==> config.mk <==
export PLATFORM = sky130hd
export DESIGN_NAME = clio_top
export DESIGN_NICKNAME = d
export VERILOG_FILES = /design/src/clio_pkg.sv /design/src/clio_beam_counter.sv /design/src/clio_ctrl_regs.sv /design/src/clio_irq_bank.sv /design/src/clio_read_fiq.sv /design/src/clio_top.sv
export VERILOG_INCLUDE_DIRS = /design/src
export SDC_FILE = /design/constraint.sdc
export NUM_CORES = 1
export LEC_CHECK = 0
export ABC_CLOCK_PERIOD_IN_PS = 3500
export BUFFER_PORTS_ARGS = -buffer_cell sky130_fd_sc_hd__buf_2
export CORE_MARGIN = 2
export CORE_UTILIZATION = 30
export DETAILED_ROUTE_END_ITERATION = 12
export PLACE_DENSITY = 0.42
export SYNTH_ARGS = -nofsm -noshare
export SYNTH_HDL_FRONTEND = slang
export SYNTH_SLANG_ARGS = --single-unit
==> constraint.sdc <==
create_clock -name clk_25m -period 3.5 [get_ports clk_25m]
set_input_delay 0.525 -clock clk_25m [delete_from_list [all_inputs] [get_ports clk_25m]]
set_output_delay 0.525 -clock clk_25m [all_outputs]
set_load 0.005 [all_outputs]
==> src/clio_defs.svh <==
`ifndef CLIO_DEFS_SVH
`define CLIO_DEFS_SVH

`define CLIO_IRQ_BANKS 2 // irq0 and irq1
`define CLIO_BANK_STRIDE 16'h0020 // irq1 regs sit 0x20 above irq0

// raster limits
`define CLIO_HCNT_MAX 11'd1590 // last pixel clock of a line
`define CLIO_VCNT_MAX 11'd262 // last line of a field
`define CLIO_FIELD_SHIFT 11 // field bit position in vcnt read

// power-on values
`define CLIO_REVISION_RESET 32'h0202_0000 // chip rev in top byte
`define CLIO_EXPCTL_RESET 32'h0000_0080 // arm owns the expansion bus
`define CLIO_CSTAT_RESET 32'h0000_0001 // por flag
`define CLIO_UNMAPPED_DATA 32'hBADA_CCE5 // returned for holes in the map

// byte addresses, cpu_addr is the word address above these
`define CLIO_A_REVISION 16'h0000
`define CLIO_A_CSYSBITS 16'h0004
`define CLIO_A_VINT0 16'h0008
`define CLIO_A_VINT1 16'h000C
`define CLIO_A_CSTATBITS 16'h0028
`define CLIO_A_HCNT 16'h0030
`define CLIO_A_VCNT 16'h0034
`define CLIO_A_IRQ0_SET 16'h0040
`define CLIO_A_IRQ0_CLR 16'h0044
`define CLIO_A_EN0_SET 16'h0048
`define CLIO_A_EN0_CLR 16'h004C
`define CLIO_A_MODE_SET 16'h0050
`define CLIO_A_MODE_CLR 16'h0054
`define CLIO_A_IRQ1_SET 16'h0060
`define CLIO_A_IRQ1_CLR 16'h0064
`define CLIO_A_EN1_SET 16'h0068
`define CLIO_A_EN1_CLR 16'h006C
`define CLIO_A_EXP_SET 16'h0400
`define CLIO_A_EXP_CLR 16'h0404

`endif

==> src/clio_pkg.sv <==
`include "clio_defs.svh"

package clio_pkg;

	typedef logic [31:0] reg_word_t; // host register word
	typedef logic [13:0] reg_addr_t; // word address, byte addr [15:2]
	typedef logic [10:0] beam_count_t; // hpos, vpos, vint compare
	typedef logic [`CLIO_IRQ_BANKS-1:0] bank_bits_t; // one bit per irq bank

	// word address back to the byte map
	function automatic logic [15:0] byte_addr(input reg_addr_t waddr);
		return {waddr, 2'b00};
	endfunction

	// bank-0 register address moved up to bank b
	function automatic logic [15:0] bank_addr(input int unsigned b, input logic [15:0] base0);
		logic [15:0] offs;
		offs = 16'(b) * `CLIO_BANK_STRIDE;
		return base0 + offs;
	endfunction

endpackage

==> src/clio_beam_counter.sv <==
`timescale 1ns/100ps
`include "clio_defs.svh"

module clio_beam_counter (
	input logic clk_25m,
	input logic reset_n,
	input logic hcnt_load, // host write to hcnt
	input logic vcnt_load, // host write to vcnt
	input clio_pkg::reg_word_t load_data,
	input clio_pkg::beam_count_t vint0,
	input clio_pkg::beam_count_t vint1,
	output clio_pkg::beam_count_t hcnt,
	output clio_pkg::beam_count_t vcnt,
	output logic field, // flips every frame
	output logic [1:0] vint_hit // line match, one clock at hcnt 0
);

	logic h_wrap; // last clock of the line
	logic v_wrap; // last line of the frame

	assign h_wrap = (hcnt == `CLIO_HCNT_MAX);
	assign v_wrap = (vcnt == `CLIO_VCNT_MAX);

	always_ff @(posedge clk_25m or negedge reset_n) begin
		if (!reset_n) begin
			hcnt <= '0;
			vcnt <= '0;
			field <= 1'b0;
		end else begin
			if (hcnt_load)
				hcnt <= load_data[10:0]; // host beats the counter
			else if (h_wrap)
				hcnt <= '0;
			else
				hcnt <= hcnt + 1'b1;

			if (vcnt_load) begin
				vcnt <= load_data[10:0];
			end else if (h_wrap) begin
				if (v_wrap) begin
					vcnt <= '0;
					field <= ~field; // new field
				end else begin
					vcnt <= vcnt + 1'b1;
				end
			end
		end
	end

	// start of line compare, feeds irq0 bits 0 and 1
	assign vint_hit[0] = (hcnt == '0) && (vcnt == vint0);
	assign vint_hit[1] = (hcnt == '0) && (vcnt == vint1);

endmodule

==> src/clio_ctrl_regs.sv <==
`timescale 1ns/100ps
`include "clio_defs.svh"

module clio_ctrl_regs (
	input logic clk_25m,
	input logic reset_n,
	input logic cpu_wr, // single cycle strobe
	input clio_pkg::reg_addr_t cpu_addr,
	input clio_pkg::reg_word_t cpu_din,
	output clio_pkg::bank_bits_t pend_set, // per bank, cpu_din is the mask
	output clio_pkg::bank_bits_t pend_clr,
	output clio_pkg::bank_bits_t en_set,
	output clio_pkg::bank_bits_t en_clr,
	output logic hcnt_load, // to beam counter
	output logic vcnt_load,
	output clio_pkg::beam_count_t vint0, // line compare values
	output clio_pkg::beam_count_t vint1,
	output clio_pkg::reg_word_t revision,
	output clio_pkg::reg_word_t csysbits,
	output clio_pkg::reg_word_t cstatbits,
	output clio_pkg::reg_word_t mode,
	output clio_pkg::reg_word_t expctl
);
	import clio_pkg::*;

	logic [15:0] waddr; // byte address of this write

	assign waddr = byte_addr(cpu_addr);
	assign revision = `CLIO_REVISION_RESET; // read only, writes dropped

	assign hcnt_load = cpu_wr && (waddr == `CLIO_A_HCNT);
	assign vcnt_load = cpu_wr && (waddr == `CLIO_A_VCNT);

	// set/clear strobes for each irq bank
	always_comb begin
		for (int b = 0; b < `CLIO_IRQ_BANKS; b++) begin
			pend_set[b] = cpu_wr && (waddr == bank_addr(b, `CLIO_A_IRQ0_SET));
			pend_clr[b] = cpu_wr && (waddr == bank_addr(b, `CLIO_A_IRQ0_CLR));
			en_set[b] = cpu_wr && (waddr == bank_addr(b, `CLIO_A_EN0_SET));
			en_clr[b] = cpu_wr && (waddr == bank_addr(b, `CLIO_A_EN0_CLR));
		end
	end

	always_ff @(posedge clk_25m or negedge reset_n) begin
		if (!reset_n) begin
			csysbits <= '0;
			cstatbits <= `CLIO_CSTAT_RESET; // por bit up
			vint0 <= '0;
			vint1 <= '0;
			mode <= '0;
			expctl <= `CLIO_EXPCTL_RESET;
		end else if (cpu_wr) begin
			case (waddr)
				`CLIO_A_CSYSBITS: csysbits <= cpu_din;
				`CLIO_A_CSTATBITS: cstatbits <= cpu_din;
				`CLIO_A_VINT0: vint0 <= cpu_din[10:0]; // only the line number
				`CLIO_A_VINT1: vint1 <= cpu_din[10:0];
				`CLIO_A_MODE_SET: mode <= mode | cpu_din;
				`CLIO_A_MODE_CLR: mode <= mode & ~cpu_din;
				`CLIO_A_EXP_SET: expctl <= expctl | cpu_din;
				`CLIO_A_EXP_CLR: expctl <= expctl & ~cpu_din;
				default: ; // banks and beam handled elsewhere
			endcase
		end
	end

endmodule

==> src/clio_irq_bank.sv <==
`timescale 1ns/100ps

module clio_irq_bank #(
	parameter bit chain_top = 1'b0 // 1 on irq0 where the top bit shows the next bank
) (
	input logic clk_25m,
	input logic reset_n,
	input logic pend_set, // host set/clear strobes
	input logic pend_clr,
	input logic en_set,
	input logic en_clr,
	input clio_pkg::reg_word_t wdata, // write mask
	input clio_pkg::reg_word_t hw_set, // hardware interrupt sources
	input logic chain_in, // any_pend of the next bank
	output clio_pkg::reg_word_t pend_view,
	output clio_pkg::reg_word_t enable,
	output logic any_pend,
	output logic trig
);
	import clio_pkg::*;

	reg_word_t pend; // raw pending bits

	always_ff @(posedge clk_25m or negedge reset_n) begin
		if (!reset_n) begin
			pend <= '0;
			enable <= '0;
		end else begin
			if (pend_set)
				pend <= pend | wdata; // host write wins over hw_set
			else if (pend_clr)
				pend <= pend & ~wdata;
			else
				pend <= pend | hw_set;

			if (en_set)
				enable <= enable | wdata;
			else if (en_clr)
				enable <= enable & ~wdata;
		end
	end

	// irq0 bit 31 reads as "something pending in irq1"
	assign pend_view = chain_top ? {chain_in, pend[30:0]} : pend;

	assign trig = |(pend_view & enable);
	assign any_pend = |pend; // raw bits rather than the chained view

endmodule

==> src/clio_read_fiq.sv <==
`timescale 1ns/100ps
`include "clio_defs.svh"

module clio_read_fiq (
	input clio_pkg::reg_addr_t cpu_addr,
	input clio_pkg::reg_word_t revision,
	input clio_pkg::reg_word_t csysbits,
	input clio_pkg::beam_count_t vint0,
	input clio_pkg::beam_count_t vint1,
	input clio_pkg::reg_word_t cstatbits,
	input clio_pkg::reg_word_t mode,
	input clio_pkg::reg_word_t expctl,
	input clio_pkg::beam_count_t hcnt,
	input clio_pkg::beam_count_t vcnt,
	input logic field,
	input clio_pkg::reg_word_t pend_view [`CLIO_IRQ_BANKS], // per bank
	input clio_pkg::reg_word_t enable [`CLIO_IRQ_BANKS],
	input clio_pkg::bank_bits_t trig,
	output clio_pkg::reg_word_t cpu_dout,
	output logic firq_n // to the arm, low = fiq
);
	import clio_pkg::*;

	logic [15:0] raddr; // byte address being read
	reg_word_t vcnt_word; // vpos with field on top

	assign raddr = byte_addr(cpu_addr);
	assign vcnt_word = reg_word_t'(vcnt) | (reg_word_t'(field) << `CLIO_FIELD_SHIFT);

	always_comb begin
		cpu_dout = `CLIO_UNMAPPED_DATA; // hole in the map
		case (raddr)
			`CLIO_A_REVISION: cpu_dout = revision;
			`CLIO_A_CSYSBITS: cpu_dout = csysbits;
			`CLIO_A_VINT0: cpu_dout = reg_word_t'(vint0);
			`CLIO_A_VINT1: cpu_dout = reg_word_t'(vint1);
			`CLIO_A_CSTATBITS: cpu_dout = cstatbits;
			`CLIO_A_HCNT: cpu_dout = reg_word_t'(hcnt);
			`CLIO_A_VCNT: cpu_dout = vcnt_word;
			`CLIO_A_MODE_SET, `CLIO_A_MODE_CLR: cpu_dout = mode; // pair reads same reg
			`CLIO_A_EXP_SET, `CLIO_A_EXP_CLR: cpu_dout = expctl;
			default: ;
		endcase
		// bank registers, set and clear read alike
		for (int b = 0; b < `CLIO_IRQ_BANKS; b++) begin
			if (raddr == bank_addr(b, `CLIO_A_IRQ0_SET) ||
				raddr == bank_addr(b, `CLIO_A_IRQ0_CLR))
				cpu_dout = pend_view[b];
			if (raddr == bank_addr(b, `CLIO_A_EN0_SET) ||
				raddr == bank_addr(b, `CLIO_A_EN0_CLR))
				cpu_dout = enable[b];
		end
	end

	assign firq_n = ~|trig; // any bank with pending & enabled

endmodule

==> src/clio_top.sv <==
`timescale 1ns/100ps
`include "clio_defs.svh"

module clio_top (
	input logic clk_25m,
	input logic reset_n,
	input logic cpu_wr,
	input clio_pkg::reg_addr_t cpu_addr,
	input clio_pkg::reg_word_t cpu_din,
	output clio_pkg::reg_word_t cpu_dout,
	output logic firq_n
);
	import clio_pkg::*;

	bank_bits_t pend_set, pend_clr, en_set, en_clr; // host strobes per bank
	bank_bits_t any_pend;
	bank_bits_t trig;
	logic hcnt_load;
	logic vcnt_load;
	beam_count_t vint0, vint1;
	beam_count_t hcnt, vcnt;
	logic field;
	logic [1:0] vint_hit;
	reg_word_t revision, csysbits, cstatbits, mode, expctl;
	reg_word_t pend_view [`CLIO_IRQ_BANKS];
	reg_word_t enable [`CLIO_IRQ_BANKS];

	clio_ctrl_regs ctrl0 (
		.clk_25m(clk_25m), .reset_n(reset_n),
		.cpu_wr(cpu_wr), .cpu_addr(cpu_addr), .cpu_din(cpu_din),
		.pend_set(pend_set), .pend_clr(pend_clr), .en_set(en_set), .en_clr(en_clr),
		.hcnt_load(hcnt_load), .vcnt_load(vcnt_load),
		.vint0(vint0), .vint1(vint1),
		.revision(revision), .csysbits(csysbits), .cstatbits(cstatbits),
		.mode(mode), .expctl(expctl)
	);

	clio_beam_counter beam0 (
		.clk_25m(clk_25m), .reset_n(reset_n),
		.hcnt_load(hcnt_load), .vcnt_load(vcnt_load), .load_data(cpu_din),
		.vint0(vint0), .vint1(vint1),
		.hcnt(hcnt), .vcnt(vcnt), .field(field), .vint_hit(vint_hit)
	);

	for (genvar g = 0; g < `CLIO_IRQ_BANKS; g++) begin : g_bank
		reg_word_t hw_set; // hardware sources into this bank
		logic chain_in;

		if (g == 0) begin : g_src
			assign hw_set = {30'd0, vint_hit}; // vint0/vint1 on irq0 bits 0,1
		end else begin : g_nosrc
			assign hw_set = '0;
		end

		if (g == `CLIO_IRQ_BANKS - 1) begin : g_last
			assign chain_in = 1'b0; // nothing behind the last bank
		end else begin : g_chain
			assign chain_in = any_pend[g + 1];
		end

		clio_irq_bank #(.chain_top(g == 0)) bank (
			.clk_25m(clk_25m), .reset_n(reset_n),
			.pend_set(pend_set[g]), .pend_clr(pend_clr[g]),
			.en_set(en_set[g]), .en_clr(en_clr[g]),
			.wdata(cpu_din), .hw_set(hw_set), .chain_in(chain_in),
			.pend_view(pend_view[g]), .enable(enable[g]),
			.any_pend(any_pend[g]), .trig(trig[g])
		);
	end

	clio_read_fiq rd0 (
		.cpu_addr(cpu_addr),
		.revision(revision), .csysbits(csysbits), .vint0(vint0), .vint1(vint1),
		.cstatbits(cstatbits), .mode(mode), .expctl(expctl),
		.hcnt(hcnt), .vcnt(vcnt), .field(field),
		.pend_view(pend_view), .enable(enable), .trig(trig),
		.cpu_dout(cpu_dout), .firq_n(firq_n)
	);

endmodule

; Yosys cells after proc, flatten, opt, wreduce, memory -nomap -nowiden
; Index checks and enable logic that the tools add are counted.
[totals]
register_bits = 301
output_inout_bits = 33
in_bits = 49
elab_cells = 112
[classes]
bitwise_logic = 19
n_addsub = 2
mux = 20
eq_ne = 22
n_reduce_logical = 36
[ops]
columns = operator, n
row1 = two-way mux 32 bit, 12
row2 = one-hot mux 32 bit (9 select lines), 1
row3 = AND 32 bit, 8
row4 = bitwise OR 32 bit, 6
row5 = equality test 14 x 5 -> 1 bit (second input constant), 10
row6 = one-hot mux 32 bit (2 select lines), 2
row7 = OR reduction 64 bit, 1
row8 = two-way mux 11 bit, 5
row9 = equality test 14 x 4 -> 1 bit (second input constant), 3
row10 = NOT 32 bit, 1
row11 = bitwise OR 32 x 2 -> 32 bit, 1
row12 = OR reduction 32 bit, 1
row13 = equality test 14 x 2 -> 1 bit (second input constant), 2
row14 = equality test 14 x 9 -> 1 bit (second input constant), 2
row15 = adder 11 x 1 -> 11 bit (second input constant), 2
row16 = equality test 11 bit, 2
row17 = zero test 16 bit, 1
row18 = equality test 14 x 1 -> 1 bit (second input constant), 1
row19 = logical AND 1 bit, 12
row20 = bitwise OR 11 x 12 -> 12 bit, 1
row21 = AND reduction 2 bit, 6
row22 = nonzero test 2 bit, 6
row23 = equality test 11 bit (second input constant), 1
row24 = equality test 11 x 9 -> 1 bit (second input constant), 1
row25 = 6 further kinds, 11

; Depth between registers and ports, before layout
; Gate-level depths: netlist of run 1.
[logic_depth]
ltp_word = 7
mapped_depth = 10
ltp_nobuf = 8

; Hierarchy
; Synthesis of run 1 repeated with hierarchy kept, for this count alone.
[hier_totals]
cells_unflattened = 1787
hier_area_um2 = 18677.9
[modules_own_cells]
columns = mod, area_per_inst_um2, seq_area_each_um2, cells_per_inst, n_inst
row1 = clio_ctrl_regs, 7603.5, 3756.1, 554, 1
row2 = clio_read_fiq, 3236.9, 0.0, 450, 1
row3 = clio_irq_bank (g_bank[0].bank), 3193.1, 1601.5, 305, 1
row4 = clio_irq_bank (g_bank[1].bank), 2952.8, 1601.5, 273, 1
row5 = clio_beam_counter, 1687.9, 575.6, 204, 1
row6 = clio_top, 3.8, 0.0, 1, 1

; Least setup slack after synthesis of run 1
; No wires, ideal clock.
[synth_path]
path_kind = input -> output
from = input cpu_addr[13]
to = output cpu_dout[4]
n_path_buf = 3
path_slack_ps = 623
arrival_ps = 2352
path_stages = 9
required_time_ps = 2975
path_cell_list = or4_4 -> buf_6 -> nor4_4 -> buf_6 -> buf_6 -> nand2_1 -> nand3_1 -> a21oi_1 -> a221oi_2
[synth_between]
elab_chain_cells = 7
elab_cells_between_ends = 30
classes_between = 18 x eq/ne / 5 x mux / 7 x reduce/logical
[synth_lines]
columns = item, line_no
row1 = "start, declared", clio_top.sv:8  ; input clio_pkg::reg_addr_t cpu_addr,
row2 = equality test 14 x 9 -> 1 bit / equality test 14 x 5 -> 1 bit (equally long branches), clio_read_fiq.sv:32  ; case (raddr)
row3 = OR reduction 2 bit, clio_read_fiq.sv:32
row4 = one-hot mux 32 bit (9 select lines), clio_read_fiq.sv:32
row5 = two-way mux 32 bit, clio_read_fiq.sv:46  ; if (raddr == bank_addr(b, `CLIO_A_IRQ0_SET) ||
row6 = two-way mux 32 bit, clio_read_fiq.sv:49  ; if (raddr == bank_addr(b, `CLIO_A_EN0_SET) ||
row7 = two-way mux 32 bit, clio_read_fiq.sv:46
row8 = two-way mux 32 bit *, clio_read_fiq.sv:49
row9 = "end, declared", clio_top.sv:10  ; output clio_pkg::reg_word_t cpu_dout,
; Mark *: on every way between the ends. The rest lies on a longest branch, timed or not.

; Worst setup path after layout of run 1
[layout_path]
from = input cpu_addr[5]
to = output cpu_dout[2]
; Same word-level chain as after synthesis.

==> out/metrics.csv, run 1 <==
stage;metric;value;unit
logic_synthesis;ys async rst share;100.0;%
sta;unrepaired setup endpoints after global routing;false;
logic_synthesis;sequential area share after synthesis;46.78;%
sta;Max Fclk;0.2860;GHz
detailed_routing;post-detailed-route count of antenna-violating nets;0;
sta;Final Max Slew Viols;0;
setup_path;CP max stage delay;0.75;ns
run;MaxCap Viol Count;0;
pwr;Clk pwr share;50.7;%
die;IO Count;82;
detailed_routing;DR DRC count;0;
pwr;switch share;25.00;%
sta;period utilization;99.91;%
pwr;switching power;0.002049;W
grt;vias in the first global route;13370;
clocking;number of clock sinks;300;
logic_synthesis;yosys warns;0;
setup_path;Critical Path Sink Type;primary output;
sta;final setup violation count;0;
die;Die H;235.3;um
clocking;Worst-path clk slew;0.06;ns
detailed_routing;WL/cell;27.85;um
detailed_routing;Initial DRC Count;1364;
clocking;CTS hold repair buffers;0;
grt;largest net degree at the start of global routing;77;
logic_synthesis;#FFs+latches synth;300;
clocking;Root Buffer;clkbuf_16;
logic_synthesis;share of the synthesized area in the top cell type;46.45;%
setup_path;Worst Setup Start Kind;input port;
logic_synthesis;Cell Area, Synth;0.01605;mm^2
pwr;combinational share of power;5.7;%
logic_synthesis;Post-Synthesis Cells;1593;
place;routability congestion estimate;0.8628;
sta;Fin Hold WS;-0.02735;ns
pwr;Internal Power;0.006144;W
setup_path;Largest delay share family, worst path;simple AND/OR/NAND/NOR gates;
status;failing checks;negative hold slack;
sta;relative max-transition margin;44.54;%
logic_synthesis;EDFF count, synth;0;
finish;layout cell share with drive strength beyond 1;24.04;%
clocking;CTS buffer count;38;
finish;commonest non-fill, non-tap cell in the layout;dfrtp_1;
die;die width;235.3;um
detailed_routing;drt first pass iters;5;
logic_synthesis;ranking of synthesized cells by area;dfrtp_1, mux2_2, nand2_1;
setup_path;most frequent CP cell;buf_2;
clocking;CTS tree;yes;
setup_path;CP max-delay cell;or4b_1;
sta;min cycle time layout;3.497;ns
setup_path;Cell Chain, Critical Path;buf_2 -> or4b_1 -> nor3_4 -> buf_4 -> nand2_1 -> o32ai_1 -> a21oi_1 -> buf_2;
min_path;hold crit path type;input port to asynchronous set/reset pin;
finish;nets@finish;1716;
grt;Total GRT Usage;23.76;%
finish;area delta synth->final;18.25;%
setup_path;CP required;2.97;ns
finish;most frequent cells in the layout;dfrtp_1, nand2_1, mux2_2;
logic_synthesis;syn nets;1647;
clocking;worst skew pair latency;0.56;ns
status;status;finished, violations left;
clocking;H-tree Lvls;2;
pwr;Flop pwr share;43.6;%
finish;diode count;0;
setup_path;buffers and inverters on the worst path;3;
detailed_routing;Post-Route WL;66210;um
pwr;Pwr Density;431.6;mW/mm^2
logic_synthesis;Synth Area per Inst;10.08;um^2
pwr;peak supply drop;343.3;uV
setup_path;number of cells on the critical path;8;
die;core area;0.05276;mm^2
sta;Final TNS setup;0;ns
logic_synthesis;predominant post-synthesis flop cell;dfrtp_1;
die;overall die area;0.05538;mm^2
sta;final hold violation count;6;
setup_path;CP Max Fanout;6;
die;Starting Density;30.43;%
grt;gr ovfl total;0;
setup_path;FF-to-FF path depth;5;
clocking;Setup Fix Bufs, Post-CTS;0;
sta;Final WS setup;0.003323;ns
setup_path;Critical Path AT;2.97;ns
die;row cnt;84;
sta;worst clock skew;0.009898;ns
grt;initial antenna violation count;2;
place;placed wire-length estimate;45300;um
sta;Slew @ Worst Pin;0.8319;ns
place;# port buffers;81;
grt;first-pass GRT wire length;97300;um
clocking;Max clock buf depth;3;
detailed_routing;Via density;5.683;
logic_synthesis;count of cell types in the netlist;71;
place;pre-CTS WS;0.05417;ns
pwr;Pleak;8.626;nW
finish;final cell utilization of the core;35.98;%
detailed_routing;vias after detailed routing;13510;
logic_synthesis;cell taking the most area after synthesis;dfrtp_1;
setup_path;CP Class;input port to primary output;
==> layout make-up <==
| cell class | instances | area [um^2] |
|---|---|---|
| Tap cell | 688 | 860.8 |
| Multi-Input combinational cell | 1101 | 7776 |
| Inverter | 38 | 142.6 |
| Timing Repair Buffer | 183 | 1386 |
| Clock buffer | 55 | 1116 |
| Sequential cell | 300 | 7510 |
| Fill cell | 5341 | 33780 |
| Clock inverter | 12 | 190.2 |
==> cells in the mapped netlist (13+ instances only) <==
library cell    n
mux2_4         28
a22oi_1        35
a22o_1         53
mux2_2        106
nand2_1       253
o22ai_1        19
buf_2          40
a21oi_1        75
a31oi_1        39
inv_1          38
and3_1         15
nor2_1         59
nor4_1         17
dfrtp_1       298
nand3_1        24
mux2i_1        62
o21ai_0        61
mux2_1         16
clkbuf_1      101
a221oi_1       29
xnor2_1        25
nand4_1        13
==> power groups by stage <==
stage	Clock, W	Sequential, W	Combinational [W]
after floorplan	0	0.00360	0.000222
after global placement	0	0.00364	0.000466
after detailed placement	0	0.00364	0.000466
after CTS	0.00424	0.00357	0.000468
after global routing	0.00439	0.00358	0.000504
final	0.00416	0.00357	0.000464
==> layer usage <==
layer | global-route usage, % | share of wire (%) | vias to the layer above
li1 | - | - | 5954
met2 | 36.17 | 44 | 520
met5 | 0 | 0.012 | -
met3 | 4.174 | 6.3 | 94
met4 | 7.778 | 3.1 | 2
met1 | 34.13 | 46 | 6938
==> through the flow <==
step                cells  cell area [um^2]  hold slack [ns]  power (W)
finish               2377             18980         -0.02735   0.008193
global route         2377             18980         0.009492   0.008470
CTS                  2377             18960         0.005418   0.008285
detailed placement   2310             17640           0.4730   0.004103
global placement     2310             17640           0.4625   0.004103
floorplan            1593             16050           0.2294   0.003818
==> repair_timing <==
action	4_1_cts	5_1_grt
resized for setup	5	3
pin swaps	1	0
setup endpoints to repair	2	12
==> final timing paths <==
| path | from | slack [ns] | endpoint |
|---|---|---|---|
| setup / recovery | cpu_addr[5] | 0.003 | cpu_dout[2] |
| hold / removal | reset_n | -0.03 | beam0.hcnt[9] |
| setup reg to reg | beam0.hcnt[8] | 1.08 | beam0.vcnt[5] |
| hold reg to reg | flip-flop | 0.49 | flip-flop |
| max in group asynchronous | reset_n | 2.68 | ctrl0.csysbits[26] |
| min in group clk_25m | cpu_din[17] | 0.28 | flip-flop |
==> cells by family (layout without fill, tap and decap cells) <==
family          count (synthesis)  after routing  share of synthesized area, %
compound gates                403            403                         17.61
xor+xnor                       34             34                         1.855
fa+ha+maj                       5              5                        0.3897
buf+inv                       192            288                         5.292
flops                         300            300                         46.78
mux                           212            212                         15.04
simple gates                  447            447                         13.03
(Power assumes the default switching activity.)
==> inputs of run 2 (changes only) <==
Settings changed: ABC_AREA from default to 1, CAP_MARGIN from default to 40, PLACE_DENSITY 0.42 to 0.43.
==> run 2 against run 1 <==
  * The flow now finishes without violations
  * Setup slack gained 0.18 ns
  * Global-route usage grew 0.66 points
  * Area after synthesis grew 0.74%
  * Critical path depth grew 8
  * Sequential power is essentially flat
  * Worst hold slack gained 0.28 ns
  * Power shrank 2.2%
  * Register-to-register slack lost 0.16 ns
  * Critical path type unchanged
==> out/metrics.csv, run 2 <==
stage;metric;value;unit
logic_synthesis;Cell Area, Synth;0.01617;mm^2
pwr;Pwr Density;422.5;mW/mm^2
grt;first-pass GRT wire length;100600;um
setup_path;reg-to-reg slack, setup;0.92;ns
sta;period utilization;94.62;%
pwr;Pleak;8.916;nW
sta;relative max-transition margin;47.68;%
finish;fillers;5773;
min_path;hold_sp;cpu_din[7];
finish;diode count;0;
setup_path;CP Class;input port to primary output;
logic_synthesis;ys async rst share;100.0;%
logic_synthesis;count of cell types in the netlist;44;
sta;unrepaired setup endpoints after global routing;false;
logic_synthesis;yosys warns;0;
sta;min cycle time layout;3.312;ns
setup_path;Critical Path Sink Type;primary output;
grt;largest net degree at the start of global routing;94;
grt;gr ovfl total;0;
clocking;H-tree Lvls;2;
logic_synthesis;#FFs+latches synth;300;
min_path;WHS Path Cells;3;
logic_synthesis;Synth Area in Compound Gates;13.81;%
place;# port buffers;81;
die;Die H;236.2;um
setup_path;FF-to-FF End;beam0.field;
setup_path;Critical Path AT;2.79;ns
logic_synthesis;EDFF count, synth;0;
grt;Total GRT Usage;24.42;%
clocking;number of clock sinks;300;
logic_synthesis;count leader, synth;nand2_1;
sta;final setup violation count;0;
finish;Final Cell Area;0.01897;mm^2
detailed_routing;WL/cell;22.95;um
detailed_routing;Initial DRC Count;1239;
setup_path;CP max-delay cell;nor2_2;
clocking;Worst-path clk slew;0.06;ns
logic_synthesis;share of the synthesized area in the top cell type;46.11;%
pwr;peak supply drop;270.6;uV
grt;vias in the first global route;15020;
logic_synthesis;sequential area share after synthesis;46.44;%
clocking;Setup Fix Bufs, Post-CTS;0;
die;IO Count;82;
detailed_routing;vias after detailed routing;15190;
detailed_routing;Post-Route WL;67730;um
die;row cnt;85;
sta;Final WS setup;0.1881;ns
sta;Slew @ Worst Pin;0.7826;ns
die;die width;236.2;um
die;Starting Density;30.17;%
logic_synthesis;predominant post-synthesis flop cell;dfrtp_1;
logic_synthesis;Post-Synthesis Cells;2139;
detailed_routing;Via density;5.146;
sta;final hold violation count;0;
setup_path;CP Max Fanout;22;
logic_synthesis;Synth Area in XOR/XNOR;1.191;%
finish;layout cell share with drive strength beyond 1;12.24;%
logic_synthesis;Synth Area per Inst;7.560;um^2
clocking;CTS tree;yes;
finish;most frequent cells in the layout;nand2_1, dfrtp_1, nor2_1;
die;core area;0.05360;mm^2
setup_path;CP required;2.97;ns
setup_path;CP max stage delay;0.26;ns
detailed_routing;post-detailed-route count of antenna-violating nets;0;
place;placed cell areas;0.01768;mm^2
logic_synthesis;Synth Area in Simple Gates;27.28;%
setup_path;Reg-to-Reg Start;beam0.hcnt[7];
setup_path;Cell Chain, Critical Path;buf_2 -> nor2_2 -> nand2_1 -> nor2_4 -> buf_12 -> nand2_1 -> inv_1 -> nand2_1 -> nand2_1 -> nor2_1 -> nand3_1 -> nand2_1 -> nand2_1 -> nand2_1 -> nand2_1 -> buf_2;
sta;Final Max Slew Viols;0;
setup_path;most frequent CP cell;nand2_1;
logic_synthesis;ranking of synthesized cells by area;dfrtp_1, nand2_1, o21ai_0;
detailed_routing;DR DRC count;0;
clocking;Root Buffer;clkbuf_16;
grt;initial antenna violation count;2;
finish;commonest non-fill, non-tap cell in the layout;nand2_1;
run;MaxCap Viol Count;0;
setup_path;Largest delay share family, worst path;simple AND/OR/NAND/NOR gates;
clocking;Max clock buf depth;3;
sta;Final TNS setup;0;ns
setup_path;FF-to-FF path depth;5;
logic_synthesis;Post-Synth Adder-Cell Area;0.3868;%
setup_path;Worst Setup Start Kind;input port;
logic_synthesis;cell taking the most area after synthesis;dfrtp_1;
status;status;finished, final reports clean;
clocking;worst skew pair latency;0.57;ns
logic_synthesis;syn nets;2193;
place;pre-CTS WS;0.1625;ns
setup_path;buffers and inverters on the worst path;4;
clocking;CTS buffer count;38;
finish;area delta synth->final;17.29;%
place;routability congestion estimate;0.9270;
place;placed wire-length estimate;47820;um
detailed_routing;drt first pass iters;5;
finish;nets@finish;2280;
min_path;hold crit path type;input port to flip-flop;
logic_synthesis;largest family of logic cells by synthesized area;simple AND/OR/NAND/NOR gates;
sta;Max Fclk;0.3019;GHz
logic_synthesis;Synth top cells by count;nand2_1, dfrtp_1, nor2_1;
sta;worst clock skew;0.005958;ns
logic_synthesis;mux cell area share after synthesis;3.760;%
die;overall die area;0.05578;mm^2
run 2: cell count changes after synthesis, moves of 36 or more:
cell and change:
nor2_1 +159, clkbuf_1 -46, a22o_1 -53, o21ai_0 +151, mux2_2 -87, a31oi_1 -36
nand2_1 +371, a21oi_1 +44, nand3_1 +99, inv_1 +127
run 2: per-layer routing:
metal | global-route usage [%] | up-vias | wire (um)
met5 | 0 | - | 0
met4 | 9.129 | 0 | 2477
met3 | 2.937 | 106 | 3520
met2 | 39.39 | 490 | 31230
met1 | 33.66 | 7447 | 30500
li1 | - | 7144 | -
run 2: area by class of cell:
class	instances	area (um^2)	area share, %
clock inverter	11	105.1	0.5541
multi-input combinational	1556	7531	39.70
tap	696	870.8	4.591
inverter	186	698.2	3.681
sequential	300	7510	39.59
timing repair buffer	144	1086	5.726
clock buffer	58	1167	6.154
run 2: worst register-to-register path, stage by stage (launching register included):
cell,delay [ns]
dfrtp_1,0.46
or2_2,0.37
nor3_1,0.59
inv_1,0.31
nor3_1,0.57
xor2_1,0.13
run 2: cell families (layout without fill, tap and decap cells):
| kind of cell | after synthesis | count (layout) |
|---|---|---|
| multiplexers | 57 | 57 |
| XOR/XNOR | 22 | 22 |
| flip-flops | 300 | 300 |
| AO/OA/AOI/OAI | 412 | 412 |
| AND/OR/NAND/NOR | 1060 | 1060 |
| buffers and inverters | 283 | 399 |
| adder cells (fa/ha/maj) | 5 | 5 |
run 2: worst max path at each step:
stage                  from      endpoint  depth (start not counted)
2_1_floorplan   cpu_addr[8]  cpu_dout[18]                         10
3_3_place_gp    cpu_addr[8]   cpu_dout[0]                         16
3_5_place_dp    cpu_addr[8]   cpu_dout[0]                         16
4_1_cts         cpu_addr[8]   cpu_dout[0]                         16
5_1_grt         cpu_addr[7]   cpu_dout[0]                         17
6_report       cpu_addr[13]   cpu_dout[0]                         16
run 2: power breakdown:
group	internal (W)	switching [W]
clock	0.00239	0.00167
sequential	0.00350	0.0000650
combinational	0.0000874	0.000298
total	0.00598	0.00204
run 2: timing repair:
action | CTS | global route
endpoints found under the setup margin | 0 | 1
hold buffers | 1 | 0
endpoints found under the hold margin | 55 | 0
gates resized for setup | 0 | 1
run 2: stage by stage:
stage	total power, W	std cells	utilization, %	hold WS [ns]
after floorplan	0.003748	2139	-	0.2294
after global routing	0.008289	2951	35.39	0.2778
after global placement	0.004013	2880	32.94	0.4655
final	0.008015	2951	35.39	0.2564
after CTS	0.008111	2951	35.38	0.2268
after detailed placement	0.004017	2881	32.99	0.4594
==> inputs of run 3 (changes only) <==
Settings changed: ABC_AREA 1 to default, CORE_ASPECT_RATIO from default to 0.9.
==> run 3 against run 2 <==
  * Final area fell by 0.50%
  * Flip-flop and latch count stayed put
  * Highest routed layer is now met5
  * Via count down 12%
  * Largest power group unchanged
==> out/metrics.csv, run 3 (same netlist as run 1, synthesis figures left out) <==
stage;metric;value;unit
status;status;finished, final reports clean;
grt;largest net degree at the start of global routing;68;
sta;final setup violation count;0;
detailed_routing;vias after detailed routing;13300;
sta;Final Max Slew Viols;0;
setup_path;buffers and inverters on the worst path;4;
setup_path;Worst Setup Start Kind;input port;
detailed_routing;DR DRC count;0;
clocking;CTS buffer count;39;
setup_path;CP max-delay cell;or4_4;
finish;layout cell share with drive strength beyond 1;23.75;%
detailed_routing;Via density;5.587;
finish;fillers;5290;
detailed_routing;Initial DRC Count;1328;
sta;Fin Hold WS;0.2609;ns
sta;unrepaired setup endpoints after global routing;true;
finish;final non-filler cell total;2381;
grt;first-pass GRT wire length;93910;um
run;MaxCap Viol Count;0;
pwr;Pleak;8.573;nW
die;core area;0.05295;mm^2
sta;Slew @ Worst Pin;0.8223;ns
setup_path;Largest delay share family, worst path;simple AND/OR/NAND/NOR gates;
detailed_routing;Post-Route WL;63290;um
finish;most frequent cells in the layout;dfrtp_1, nand2_1, mux2_2;
setup_path;CP max stage delay;0.62;ns
setup_path;Worst Setup SP;cpu_addr[13];
place;placed cells;2318;
detailed_routing;drt first pass iters;5;
detailed_routing;post-detailed-route count of antenna-violating nets;0;
setup_path;Critical Path Sink Type;primary output;
setup_path;CP Class;input port to primary output;
clocking;Setup Fix Bufs, Post-CTS;0;
min_path;hold crit path type;input port to flip-flop;
finish;nets@finish;1717;
setup_path;CP required;2.97;ns
die;IO Count;82;
sta;final hold violation count;0;
finish;commonest non-fill, non-tap cell in the layout;dfrtp_1;
clocking;H-tree Lvls;2;
place;# port buffers;81;
setup_path;Critical Path AT;2.89;ns
clocking;number of clock sinks;300;
min_path;hold_sp;cpu_addr[0];
setup_path;Reg-to-Reg Start;beam0.hcnt[7];
grt;gr ovfl total;0;
clocking;CTS tree;yes;
clocking;Worst-path clk slew;0.06;ns
sta;period utilization;97.44;%
clocking;Root Buffer;clkbuf_16;
die;die width;247.8;um
grt;initial antenna violation count;2;
sta;worst clock skew;0.01690;ns
setup_path;Cell Chain, Critical Path;buf_2 -> or4_4 -> buf_4 -> nor4_4 -> buf_4 -> a22oi_1 -> nand3_1 -> a21oi_1 -> a221oi_2 -> buf_2;
place;placed wire-length estimate;43540;um
die;overall die area;0.05538;mm^2
grt;Total GRT Usage;23.15;%
finish;area delta synth->final;17.57;%
finish;diode count;0;
detailed_routing;WL/cell;26.58;um
clocking;Max clock buf depth;3;
clocking;worst skew pair latency;0.57;ns
die;Die H;223.5;um
place;routability congestion estimate;0.8682;
pwr;Tot Pwr;0.007999;W
grt;vias in the first global route;13160;
pwr;Pwr Density;423.8;mW/mm^2
die;row cnt;80;
pwr;peak supply drop;289.7;uV
die;Starting Density;30.32;%
sta;relative max-transition margin;45.06;%
sta;Max Fclk;0.2932;GHz
sta;min cycle time layout;3.410;ns
setup_path;CP Max Fanout;9;
==> run 3: cell types whose count changed in the layout (fill, tap and decap cells not counted), moves of 36 or more <==
cell / previous run / this run
a21oi_1: 119 / 75
a22o_1: 0 / 53
a31oi_1: 3 / 39
buf_4: 47 / 87
inv_1: 164 / 38
mux2_2: 19 / 106
nand2_1: 623 / 252
nand3_1: 123 / 24
nor2_1: 216 / 56
o21ai_0: 212 / 61
==> run 3: cell type report <==
class / count / area [um^2] / area share (%)
clock buffers: 53 / 1079 / 5.715
repair buffers: 183 / 1356 / 7.186
inverters: 38 / 142.6 / 0.7558
clock inverters: 9 / 132.6 / 0.7027
flip-flops and latches: 300 / 7510 / 39.79
well taps: 697 / 872.1 / 4.621
multi-input cells: 1101 / 7781 / 41.23
==> run 3: worst paths after layout <==
check                                             end  slack [ns]  cells past startpoint
setup reg to reg                        beam0.vcnt[5]        1.07                      5
hold / removal                              flip-flop        0.26                      2
setup / recovery                          cpu_dout[9]        0.09                     10
min in group asynchronous  asynchronous set/reset pin        0.53                      2
max in group asynchronous  asynchronous set/reset pin        2.07                      3
hold reg to reg                             flip-flop        0.48                      2
==> run 3: layer usage <==
| layer | share of wire, % | GRT usage [%] |
|---|---|---|
| met5 | 0.021 | 0 |
| met2 | 44 | 34.61 |
| met4 | 1.9 | 5.138 |
| met3 | 5.7 | 3.693 |
| met1 | 48 | 34.85 |
==> run 3: what timing repair did <==
action                                  in CTS  in global routing
pin swaps                                    0                  0
endpoints found under the hold margin       60                  0
resized for setup                            3                  7
hold buffers                                 1                  0
endpoints found under the setup margin       1                 11
==> run 3: where the power goes <==
group	switching (W)	internal (W)	total (W)
clock	0.00161	0.00236	0.00397
combinational	0.000327	0.000124	0.000452
sequential	0.0000717	0.00350	0.00357
total	0.00201	0.00599	0.00800
==> run 3: stage by stage <==
step	util (%)	cell area (um^2)	setup slack [ns]	TNS, ns
global route	35.64	18870	-0.003064	-0.003064
CTS	35.58	18840	0.03713	0
floorplan	-	16050	0.6233	0
detailed placement	33.24	17600	0.06153	0
finish	35.64	18870	0.08967	0
global placement	33.23	17600	0.1066	0
==> run 3: worst register-to-register path, stage by stage, from the launching register on <==
cell and delay, ns:
dfrtp_1 0.45, or4_1 0.60, or3_1 0.57, or4b_1 0.55, nand3_1 0.10, o21a_1 0.11
